### src/uart_pkg.sv
package uart_pkg;

	// Data bits in one 8N1 frame.
	localparam int UART_DATA_BITS = 8;

	typedef logic [UART_DATA_BITS-1:0] uart_byte_t;

	// One receive FIFO entry.
	// The frame error flag lands in bit 8 when read over the bus.
	typedef struct packed {
		logic       frame_err;
		uart_byte_t data;
	} rx_entry_t;

	// Status register bit positions.
	// Receive FIFO holds at least one entry.
	localparam int STATUS_RX_AVAIL = 0;

	// Transmit FIFO cannot take another byte.
	localparam int STATUS_TX_FULL = 1;

	// Nothing queued and no frame on the line.
	localparam int STATUS_TX_IDLE = 2;

	// A frame arrived while the receive FIFO was full.
	localparam int STATUS_OVERRUN = 3;

endpackage

### src/axi_lite_pkg.sv
package axi_lite_pkg;

	// Bus widths.
	localparam int AXI_ADDR_W = 4;
	localparam int AXI_DATA_W = 32;

	// Response codes on B and R.
	localparam logic [1:0] RESP_OKAY = 2'b00;
	localparam logic [1:0] RESP_SLVERR = 2'b10;

	// Register map, byte offsets.
	// Offset 0xC and unaligned addresses are unmapped.
	localparam logic [AXI_ADDR_W-1:0] REG_RX_DATA = 4'h0;
	localparam logic [AXI_ADDR_W-1:0] REG_TX_DATA = 4'h4;
	localparam logic [AXI_ADDR_W-1:0] REG_STATUS = 4'h8;

endpackage

### src/sync_fifo.sv
module sync_fifo #(
	parameter int DEPTH = 4,
	parameter type payload_t = logic [7:0]
) (
	input  logic     i_clock,
	input  logic     i_reset,
	input  logic     i_push,
	input  payload_t i_data,
	input  logic     i_pop,
	output payload_t o_data,
	output logic     o_full,
	output logic     o_empty
);
	localparam int ADDR_W = $clog2(DEPTH);

	payload_t mem [DEPTH];
	logic [ADDR_W:0] wr_ptr;
	logic [ADDR_W:0] rd_ptr;
	logic do_push;
	logic do_pop;

	// Extra pointer bit tells full from empty.
	assign o_empty = (wr_ptr == rd_ptr);
	assign o_full = (wr_ptr[ADDR_W] != rd_ptr[ADDR_W]) &&
		(wr_ptr[ADDR_W-1:0] == rd_ptr[ADDR_W-1:0]);

	assign do_push = i_push && !o_full;
	assign do_pop = i_pop && !o_empty;

	// Head entry shows while not empty.
	assign o_data = mem[rd_ptr[ADDR_W-1:0]];

	always_ff @(posedge i_clock) begin
		if (do_push) begin
			mem[wr_ptr[ADDR_W-1:0]] <= i_data;
		end
	end

	always_ff @(posedge i_clock) begin
		if (i_reset) begin
			wr_ptr <= '0;
			rd_ptr <= '0;
		end else begin
			if (do_push) begin
				wr_ptr <= wr_ptr + 1'b1;
			end
			if (do_pop) begin
				rd_ptr <= rd_ptr + 1'b1;
			end
		end
	end

endmodule

### src/uart_receiver.sv
module uart_receiver import uart_pkg::*; #(
	parameter int CLKS_PER_BIT = 8
) (
	input  logic      i_clock,
	input  logic      i_reset,
	input  logic      i_uart_rx,
	output logic      o_rx_valid,
	output rx_entry_t o_rx_entry
);
	localparam int CNT_W = $clog2(CLKS_PER_BIT);
	localparam int IDX_W = $clog2(UART_DATA_BITS);

	typedef enum logic [1:0] {
		RX_IDLE,
		RX_START,
		RX_DATA,
		RX_STOP
	} rx_state_t;

	rx_state_t state;
	logic rx_q;
	logic bit_tick;
	logic [CNT_W-1:0] baud_cnt;
	logic [IDX_W-1:0] bit_idx;
	uart_byte_t shift_reg;

	assign bit_tick = (baud_cnt == '0);

	// One register stage on the line, idle high.
	always_ff @(posedge i_clock) begin
		if (i_reset) begin
			rx_q <= 1'b1;
		end else begin
			rx_q <= i_uart_rx;
		end
	end

	always_ff @(posedge i_clock) begin
		if (i_reset) begin
			state <= RX_IDLE;
			baud_cnt <= '0;
			bit_idx <= '0;
			o_rx_valid <= 1'b0;
		end else begin
			o_rx_valid <= 1'b0;
			if (state != RX_IDLE && !bit_tick) begin
				baud_cnt <= baud_cnt - 1'b1;
			end else begin
				case (state)
					RX_IDLE: begin
						// Falling edge, wait half a bit.
						if (!rx_q) begin
							state <= RX_START;
							baud_cnt <= CNT_W'(CLKS_PER_BIT / 2 - 1);
						end
					end
					RX_START: begin
						// Line back high at mid start bit is a glitch.
						if (!rx_q) begin
							state <= RX_DATA;
							baud_cnt <= CNT_W'(CLKS_PER_BIT - 1);
							bit_idx <= '0;
						end else begin
							state <= RX_IDLE;
						end
					end
					RX_DATA: begin
						baud_cnt <= CNT_W'(CLKS_PER_BIT - 1);
						bit_idx <= bit_idx + 1'b1;
						if (bit_idx == IDX_W'(UART_DATA_BITS - 1)) begin
							state <= RX_STOP;
						end
					end
					default: begin
						// Stop sample taken, deliver even on a bad stop bit.
						state <= RX_IDLE;
						o_rx_valid <= 1'b1;
					end
				endcase
			end
		end
	end

	// Data bits arrive LSB first.
	always_ff @(posedge i_clock) begin
		if (state == RX_DATA && bit_tick) begin
			shift_reg <= {rx_q, shift_reg[UART_DATA_BITS-1:1]};
		end
		if (state == RX_STOP && bit_tick) begin
			o_rx_entry.frame_err <= !rx_q;
			o_rx_entry.data <= shift_reg;
		end
	end

endmodule

### src/uart_transmitter.sv
module uart_transmitter import uart_pkg::*; #(
	parameter int CLKS_PER_BIT = 8
) (
	input  logic       i_clock,
	input  logic       i_reset,
	input  logic       i_fifo_empty,
	input  uart_byte_t i_fifo_data,
	output logic       o_fifo_pop,
	output logic       o_uart_tx,
	output logic       o_idle
);
	localparam int CNT_W = $clog2(CLKS_PER_BIT);

	logic busy;
	logic tx_line;
	logic bit_tick;
	logic [CNT_W-1:0] baud_cnt;
	logic [3:0] bits_left;
	// Data bits followed by the stop bit.
	logic [UART_DATA_BITS:0] shift_reg;

	assign bit_tick = (baud_cnt == '0);
	assign o_fifo_pop = !busy && !i_fifo_empty;
	assign o_idle = !busy;
	assign o_uart_tx = tx_line;

	always_ff @(posedge i_clock) begin
		if (i_reset) begin
			busy <= 1'b0;
			tx_line <= 1'b1;
			baud_cnt <= '0;
			bits_left <= '0;
		end else if (o_fifo_pop) begin
			// Start bit goes out as the byte leaves the FIFO.
			busy <= 1'b1;
			tx_line <= 1'b0;
			baud_cnt <= CNT_W'(CLKS_PER_BIT - 1);
			bits_left <= 4'(UART_DATA_BITS + 1);
		end else if (busy) begin
			if (!bit_tick) begin
				baud_cnt <= baud_cnt - 1'b1;
			end else if (bits_left == '0) begin
				// End of the stop bit.
				busy <= 1'b0;
			end else begin
				tx_line <= shift_reg[0];
				bits_left <= bits_left - 1'b1;
				baud_cnt <= CNT_W'(CLKS_PER_BIT - 1);
			end
		end
	end

	// Ones shift in behind, so the line rests high after the stop bit.
	always_ff @(posedge i_clock) begin
		if (o_fifo_pop) begin
			shift_reg <= {1'b1, i_fifo_data};
		end else if (busy && bit_tick) begin
			shift_reg <= {1'b1, shift_reg[UART_DATA_BITS:1]};
		end
	end

endmodule

### src/uart_axi_regs.sv
module uart_axi_regs import uart_pkg::*, axi_lite_pkg::*; (
	input  logic                    i_clock,
	input  logic                    i_reset,
	input  logic                    i_awvalid,
	output logic                    o_awready,
	input  logic [AXI_ADDR_W-1:0]   i_awaddr,
	input  logic                    i_wvalid,
	output logic                    o_wready,
	input  logic [AXI_DATA_W-1:0]   i_wdata,
	input  logic [AXI_DATA_W/8-1:0] i_wstrb,
	output logic                    o_bvalid,
	input  logic                    i_bready,
	output logic [1:0]              o_bresp,
	input  logic                    i_arvalid,
	output logic                    o_arready,
	input  logic [AXI_ADDR_W-1:0]   i_araddr,
	output logic                    o_rvalid,
	input  logic                    i_rready,
	output logic [AXI_DATA_W-1:0]   o_rdata,
	output logic [1:0]              o_rresp,
	input  rx_entry_t               i_rx_entry,
	input  logic                    i_rx_empty,
	output logic                    o_rx_pop,
	input  logic                    i_rx_valid,
	input  logic                    i_rx_full,
	output logic                    o_tx_push,
	output uart_byte_t              o_tx_data,
	input  logic                    i_tx_full,
	input  logic                    i_tx_idle,
	input  logic                    i_tx_empty
);
	logic wr_accept;
	logic wr_tx_hit;
	logic rd_accept;
	logic status_read;
	logic overrun;
	logic [AXI_DATA_W-1:0] status_word;
	logic [AXI_DATA_W-1:0] rd_data;
	logic [1:0] rd_resp;

	// Write channel, AW and W taken together.
	assign wr_accept = i_awvalid && i_wvalid && !o_bvalid;
	assign o_awready = wr_accept;
	assign o_wready = wr_accept;

	// The byte rides in lane 0, a write without it is rejected.
	assign wr_tx_hit = (i_awaddr == REG_TX_DATA) && i_wstrb[0];
	assign o_tx_push = wr_accept && wr_tx_hit && !i_tx_full;
	assign o_tx_data = i_wdata[UART_DATA_BITS-1:0];

	always_ff @(posedge i_clock) begin
		if (i_reset) begin
			o_bvalid <= 1'b0;
		end else if (wr_accept) begin
			o_bvalid <= 1'b1;
		end else if (i_bready) begin
			o_bvalid <= 1'b0;
		end
	end

	always_ff @(posedge i_clock) begin
		if (wr_accept) begin
			o_bresp <= (wr_tx_hit && !i_tx_full) ? RESP_OKAY : RESP_SLVERR;
		end
	end

	// Read channel.
	assign o_arready = !o_rvalid;
	assign rd_accept = i_arvalid && o_arready;
	assign status_read = rd_accept && (i_araddr == REG_STATUS);
	assign o_rx_pop = rd_accept && (i_araddr == REG_RX_DATA) && !i_rx_empty;

	always_comb begin
		status_word = '0;
		status_word[STATUS_RX_AVAIL] = !i_rx_empty;
		status_word[STATUS_TX_FULL] = i_tx_full;
		status_word[STATUS_TX_IDLE] = i_tx_empty && i_tx_idle;
		status_word[STATUS_OVERRUN] = overrun;
	end

	always_comb begin
		rd_data = '0;
		rd_resp = RESP_OKAY;
		case (i_araddr)
			REG_RX_DATA: begin
				// Empty FIFO reads as zero.
				if (!i_rx_empty) begin
					rd_data[$bits(rx_entry_t)-1:0] = i_rx_entry;
				end
			end
			REG_STATUS: begin
				rd_data = status_word;
			end
			default: begin
				rd_resp = RESP_SLVERR;
			end
		endcase
	end

	always_ff @(posedge i_clock) begin
		if (i_reset) begin
			o_rvalid <= 1'b0;
		end else if (rd_accept) begin
			o_rvalid <= 1'b1;
		end else if (i_rready) begin
			o_rvalid <= 1'b0;
		end
	end

	always_ff @(posedge i_clock) begin
		if (rd_accept) begin
			o_rdata <= rd_data;
			o_rresp <= rd_resp;
		end
	end

	// Sticky overrun, a new loss wins over the clear on read.
	always_ff @(posedge i_clock) begin
		if (i_reset) begin
			overrun <= 1'b0;
		end else if (i_rx_valid && i_rx_full) begin
			overrun <= 1'b1;
		end else if (status_read) begin
			overrun <= 1'b0;
		end
	end

endmodule

### src/uart_peripheral.sv
module uart_peripheral import uart_pkg::*, axi_lite_pkg::*; #(
	parameter int CLKS_PER_BIT = 8,
	parameter int RX_FIFO_DEPTH = 4,
	parameter int TX_FIFO_DEPTH = 4
) (
	input  logic                    i_clock,
	input  logic                    i_reset,
	input  logic                    i_awvalid,
	output logic                    o_awready,
	input  logic [AXI_ADDR_W-1:0]   i_awaddr,
	input  logic                    i_wvalid,
	output logic                    o_wready,
	input  logic [AXI_DATA_W-1:0]   i_wdata,
	input  logic [AXI_DATA_W/8-1:0] i_wstrb,
	output logic                    o_bvalid,
	input  logic                    i_bready,
	output logic [1:0]              o_bresp,
	input  logic                    i_arvalid,
	output logic                    o_arready,
	input  logic [AXI_ADDR_W-1:0]   i_araddr,
	output logic                    o_rvalid,
	input  logic                    i_rready,
	output logic [AXI_DATA_W-1:0]   o_rdata,
	output logic [1:0]              o_rresp,
	input  logic                    i_uart_rx,
	output logic                    o_uart_tx
);
	// Receive side.
	logic rx_valid;
	rx_entry_t rx_entry;
	rx_entry_t rx_head;
	logic rx_pop;
	logic rx_full;
	logic rx_empty;

	// Transmit side.
	logic tx_push;
	uart_byte_t tx_data;
	uart_byte_t tx_head;
	logic tx_pop;
	logic tx_full;
	logic tx_empty;
	logic tx_idle;

	uart_axi_regs u_regs (
		.i_clock(i_clock), .i_reset(i_reset),
		.i_awvalid(i_awvalid), .o_awready(o_awready), .i_awaddr(i_awaddr),
		.i_wvalid(i_wvalid), .o_wready(o_wready), .i_wdata(i_wdata), .i_wstrb(i_wstrb),
		.o_bvalid(o_bvalid), .i_bready(i_bready), .o_bresp(o_bresp),
		.i_arvalid(i_arvalid), .o_arready(o_arready), .i_araddr(i_araddr),
		.o_rvalid(o_rvalid), .i_rready(i_rready), .o_rdata(o_rdata), .o_rresp(o_rresp),
		.i_rx_entry(rx_head), .i_rx_empty(rx_empty), .o_rx_pop(rx_pop),
		.i_rx_valid(rx_valid), .i_rx_full(rx_full),
		.o_tx_push(tx_push), .o_tx_data(tx_data), .i_tx_full(tx_full),
		.i_tx_idle(tx_idle), .i_tx_empty(tx_empty)
	);

	sync_fifo #(
		.DEPTH(RX_FIFO_DEPTH),
		.payload_t(rx_entry_t)
	) u_rx_fifo (
		.i_clock(i_clock), .i_reset(i_reset),
		.i_push(rx_valid), .i_data(rx_entry),
		.i_pop(rx_pop), .o_data(rx_head),
		.o_full(rx_full), .o_empty(rx_empty)
	);

	sync_fifo #(
		.DEPTH(TX_FIFO_DEPTH),
		.payload_t(uart_byte_t)
	) u_tx_fifo (
		.i_clock(i_clock), .i_reset(i_reset),
		.i_push(tx_push), .i_data(tx_data),
		.i_pop(tx_pop), .o_data(tx_head),
		.o_full(tx_full), .o_empty(tx_empty)
	);

	uart_receiver #(
		.CLKS_PER_BIT(CLKS_PER_BIT)
	) u_receiver (
		.i_clock(i_clock), .i_reset(i_reset),
		.i_uart_rx(i_uart_rx),
		.o_rx_valid(rx_valid), .o_rx_entry(rx_entry)
	);

	uart_transmitter #(
		.CLKS_PER_BIT(CLKS_PER_BIT)
	) u_transmitter (
		.i_clock(i_clock), .i_reset(i_reset),
		.i_fifo_empty(tx_empty), .i_fifo_data(tx_head), .o_fifo_pop(tx_pop),
		.o_uart_tx(o_uart_tx), .o_idle(tx_idle)
	);

endmodule

### config.mk
export PLATFORM = sky130hd
export DESIGN_NAME = uart_peripheral
export DESIGN_NICKNAME = d
export VERILOG_FILES = /design/src/uart_pkg.sv /design/src/axi_lite_pkg.sv /design/src/sync_fifo.sv /design/src/uart_receiver.sv /design/src/uart_transmitter.sv /design/src/uart_axi_regs.sv /design/src/uart_peripheral.sv
export SDC_FILE = /design/constraint.sdc
export NUM_CORES = 1
export LEC_CHECK = 0
export BUFFER_PORTS_ARGS = -buffer_cell sky130_fd_sc_hd__buf_2
export CAP_MARGIN = 40
export CORE_UTILIZATION = 57
export CTS_CLUSTER_DIAMETER = 30
export CTS_CLUSTER_SIZE = 12
export DETAILED_ROUTE_END_ITERATION = 10
export PLACE_DENSITY = 0.87
export SYNTH_ARGS = -nofsm -noshare
export SYNTH_HDL_FRONTEND = slang
export SYNTH_HIERARCHICAL = 1
export SYNTH_SLANG_ARGS = --single-unit
### constraint.sdc
create_clock -name i_clock -period 3.8 [get_ports i_clock]
set_clock_uncertainty 0.1 [all_clocks]
set_input_delay 0.57 -clock i_clock [delete_from_list [all_inputs] [get_ports i_clock]]
set_output_delay 0.57 -clock i_clock [all_outputs]
set_load 0.01 [all_outputs]
==> results.sh <==
export IMPL_max_slew_worst_pin_slew_ns=0.835
export IMPL_syn_area_um2=6430
export IMPL_num_antenna_cells=0
export IMPL_r2r_start="u_tx_fifo/wr_ptr[1]$_SDFFE_PP0P_"
export IMPL_floorplan_initialDensity_pct=58.8
export IMPL_synth_top_area_share_pct=48.6
export IMPL_cts_tree="done"
export IMPL_synthDistinctLibCells=62
export IMPL_cts_buffers=17
export IMPL_p_per_area_nw_per_um2=538
export IMPL_synth_edff_count=104
export IMPL_fin_setup_tns_ns=0
export IMPL_slowest_delay_ns=0.51
export IMPL_min_to="u_receiver/rx_q$_SDFF_PP1_"
export IMPL_rsz0062_at_grt="false"
export IMPL_fin_area_um2=7110
export IMPL_wl_met1_um=4710
export IMPL_yosys_area_top_type="edfxtp_1"
export IMPL_routedWlPerCell_um=19.1
export IMPL_cts_resized=0
export IMPL_clock_sinks=142
export IMPL_clock_latency_ns=0.42
export IMPL_die_y_um=108
export IMPL_hold_depth=2
export IMPL_synth_seq_cells=142
export IMPL_route_met2_wl_um=6600
export IMPL_cts_buffer_depth=2
export IMPL_hold_buffers=0
export IMPL_maxClockFrequency_ghz=0.310
export IMPL_power_internal_mw=2.88
export IMPL_drive_above_1_share_pct=22.2
export IMPL_nets=576
export IMPL_die_area_um2=11700
export IMPL_via_count=3962
export IMPL_routed_wirelength_um=12500
export IMPL_largest_register_ffs=36
export IMPL_critical_path_startpoint_type="register"
export IMPL_slew_headroom_pct=43.9
export IMPL_route_met3_wl_um=933
export IMPL_cp_num_buf_inv=2
export IMPL_status="completed"
export IMPL_detail_route_iter0_violations=447
export IMPL_top_layer="met4"
export IMPL_path_clk_slew_ns=0.06
export IMPL_worst_path_max_fanout=9
export IMPL_die_width_um=108
export IMPL_area_delta_synth_final_pct=10.7
export IMPL_irDropWorstVdd_uv=514
export IMPL_ant_nets=0
export IMPL_timing_rr_end="u_tx_fifo/mem[0][3]$_DFFE_PP_"
export IMPL_swShare_pct=24.8
export IMPL_place_congestion=0.827
export IMPL_finalHoldViolCount=0
export IMPL_seqPwrFrac_pct=46.9
export IMPL_p_leak_nw=2.54
export IMPL_crit_type="reg2reg"
export IMPL_rr_worst_depth=9
export IMPL_clock_root_buffer="clkbuf_16"
export IMPL_cts_max_level=4
export IMPL_synth_seq_area_share_pct=60.4
export IMPL_track_usage_pct=22.8
export IMPL_cp_end_kind="register"
export IMPL_dpl_hpwl_um=8040
export IMPL_drc_errors=0
export IMPL_grt_pass1_wl_um=19500
export IMPL_synthArstFlopShare_pct=0
export IMPL_syn_avg_cell_area_um2=13.9
export IMPL_crit_path_top_delay_cell="dfxtp_1"
export IMPL_syn_inst=461
export IMPL_row_count=38
export IMPL_crit_chain="xnor2_1 -> nand2_1 -> nor2_1 -> nor4_1 -> nor3b_1 -> buf_4 -> inv_1 -> a31oi_1 -> and2_1"
export IMPL_period_needed_ns=3.23
export IMPL_synth_area_top_cells="edfxtp_1 (49%), dfxtp_1 (12%), mux4_2 (6.0%)"
export IMPL_crit_arrival_ns=3.19
export IMPL_min_period_over_period_pct=84.9
export IMPL_fill_cells=740
export IMPL_antenna_found_initial=0
export IMPL_finalSetupViolCount=0
export IMPL_yosys_warnings=6
export IMPL_grt_max_degree=43
export IMPL_grt_overflow=0
export IMPL_power_frac_comb_pct=12.6
export IMPL_avgViaCountPerCell=6.07
export IMPL_maxCapViolations=0
export IMPL_placed_cell_area_um2=6560
export IMPL_timing_hold_ws_ns=0.230
export IMPL_rrSetupSlack_ns=0.57
export IMPL_postCtsSetupBuffers=0
export IMPL_core_area_um2=10900
export IMPL_cp_required_ns=3.77
export IMPL_hp_class="in2reg"
export IMPL_io_pins=94
export IMPL_clockPowerShare_pct=40.5
export IMPL_slew_violations=0
export IMPL_p_switching_mw=0.949
export IMPL_min_from="i_uart_rx"
export IMPL_dr_pass1_iters=7
export IMPL_crit_family="simple AND/OR/NAND/NOR gates"
export IMPL_first_global_vias=3935
export IMPL_portBuffers=41
export IMPL_ys_flop_type="edfxtp_1"
[how the worst max path moves through the flow]
| stage | end | startpoint | depth (start not counted) | slack (ns) |
|---|---|---|---|---|
| 3_3_place_gp | u_tx_fifo/mem[0][3]$_DFFE_PP_ | u_tx_fifo/wr_ptr[1]$_SDFFE_PP0P_ | 9 | 0.91 |
| 5_1_grt | u_tx_fifo/mem[1][1]$_DFFE_PP_ | u_tx_fifo/wr_ptr[1]$_SDFFE_PP0P_ | 9 | 0.42 |
| 3_5_place_dp | u_tx_fifo/mem[0][3]$_DFFE_PP_ | u_tx_fifo/wr_ptr[1]$_SDFFE_PP0P_ | 9 | 0.76 |
| 4_1_cts | u_tx_fifo/mem[0][3]$_DFFE_PP_ | u_tx_fifo/wr_ptr[1]$_SDFFE_PP0P_ | 9 | 0.64 |
| 2_1_floorplan | u_tx_fifo/mem[3][0]$_DFFE_PP_ | u_tx_fifo/rd_ptr[1]$_SDFFE_PP0P_ | 8 | 1.05 |
| 6_report | u_tx_fifo/mem[0][3]$_DFFE_PP_ | u_tx_fifo/wr_ptr[1]$_SDFFE_PP0P_ | 9 | 0.57 |
[cell usage after synthesis (11+ instances only)]
master	instances
a31oi_1	11
nor2_1	17
buf_4	36
o21ai_0	12
dfxtp_1	38
nor3b_1	11
nand2_1	16
inv_1	25
mux4_2	17
edfxtp_1	104
ha_1	23
a21oi_1	14
[cell families after synthesis]
logic type / count (synthesis) / share of synthesized area, %
AO/OA/AOI/OAI: 81 / 9.21
XOR/XNOR: 12 / 1.64
adder cells (fa/ha/maj): 23 / 4.48
buffers and inverters: 76 / 7.40
flip-flops: 142 / 60.4
multiplexers: 25 / 7.34
other: 1 / 0.0584
AND/OR/NAND/NOR: 101 / 9.44
[stage by stage]
step,total power [mW],util (%),worst slack (ns),instances
final,3.83,65.1,0.575,653
after global routing,3.97,65.1,0.417,653
after CTS,3.84,65.1,0.641,653
after detailed placement,2.30,60.0,0.764,622
after global placement,2.25,59.9,0.913,620
after floorplan,2.22,-,1.05,485
[power groups by stage]
stage               Combinational (mW)  Clock [mW]  Sequential, mW
finish                           0.483        1.55            1.79
detailed placement               0.472           0            1.82
floorplan                        0.415           0            1.80
CTS                              0.479        1.57            1.79
global placement                 0.436           0            1.82
global route                     0.531        1.64            1.80
[final cells by class]
cell class                 count  area, µm²  share of cell area [%]
tap                          140        175                    2.46
clock inverter                13        124                    1.74
timing repair buffer          47        248                    3.48
multi-input combinational    267       2160                    30.3
inverter                      26       97.6                    1.37
sequential                   142       3880                    54.6
clock buffer                  18        429                    6.03
[layer usage]
layer	global-route usage, %	vias up
met1	26.0	1937
met4	10.7	0
met3	7.29	34
met5	0	-
met2	38.8	212
li1	-	1779
[placed cells by master, fill, tap and decap left out, types with 3 or more instances in the layout]
cell type,instances
nand3_1,8
clkinv_2,3
or4_1,4
a21oi_1,14
nand3b_1,4
nand2_1,16
a211oi_1,6
a311oi_1,4
nor3b_1,11
xor2_1,6
clkinv_1,4
or3_1,5
nor2_1,17
o211ai_1,10
xnor2_1,6
edfxtp_1,104
and3_1,8
mux4_2,17
conb_1,25
inv_1,25
a31oi_1,11
dfxtp_1,38
ha_1,23
buf_2,42
mux2_2,7
and2_1,6
nand2b_1,3
a41oi_1,4
a32o_1,3
a211o_1,3
o21ai_0,12
buf_4,5
clkbuf_16,17
nand4_1,4
No activity file was read; power rests on OpenSTA's default activity.
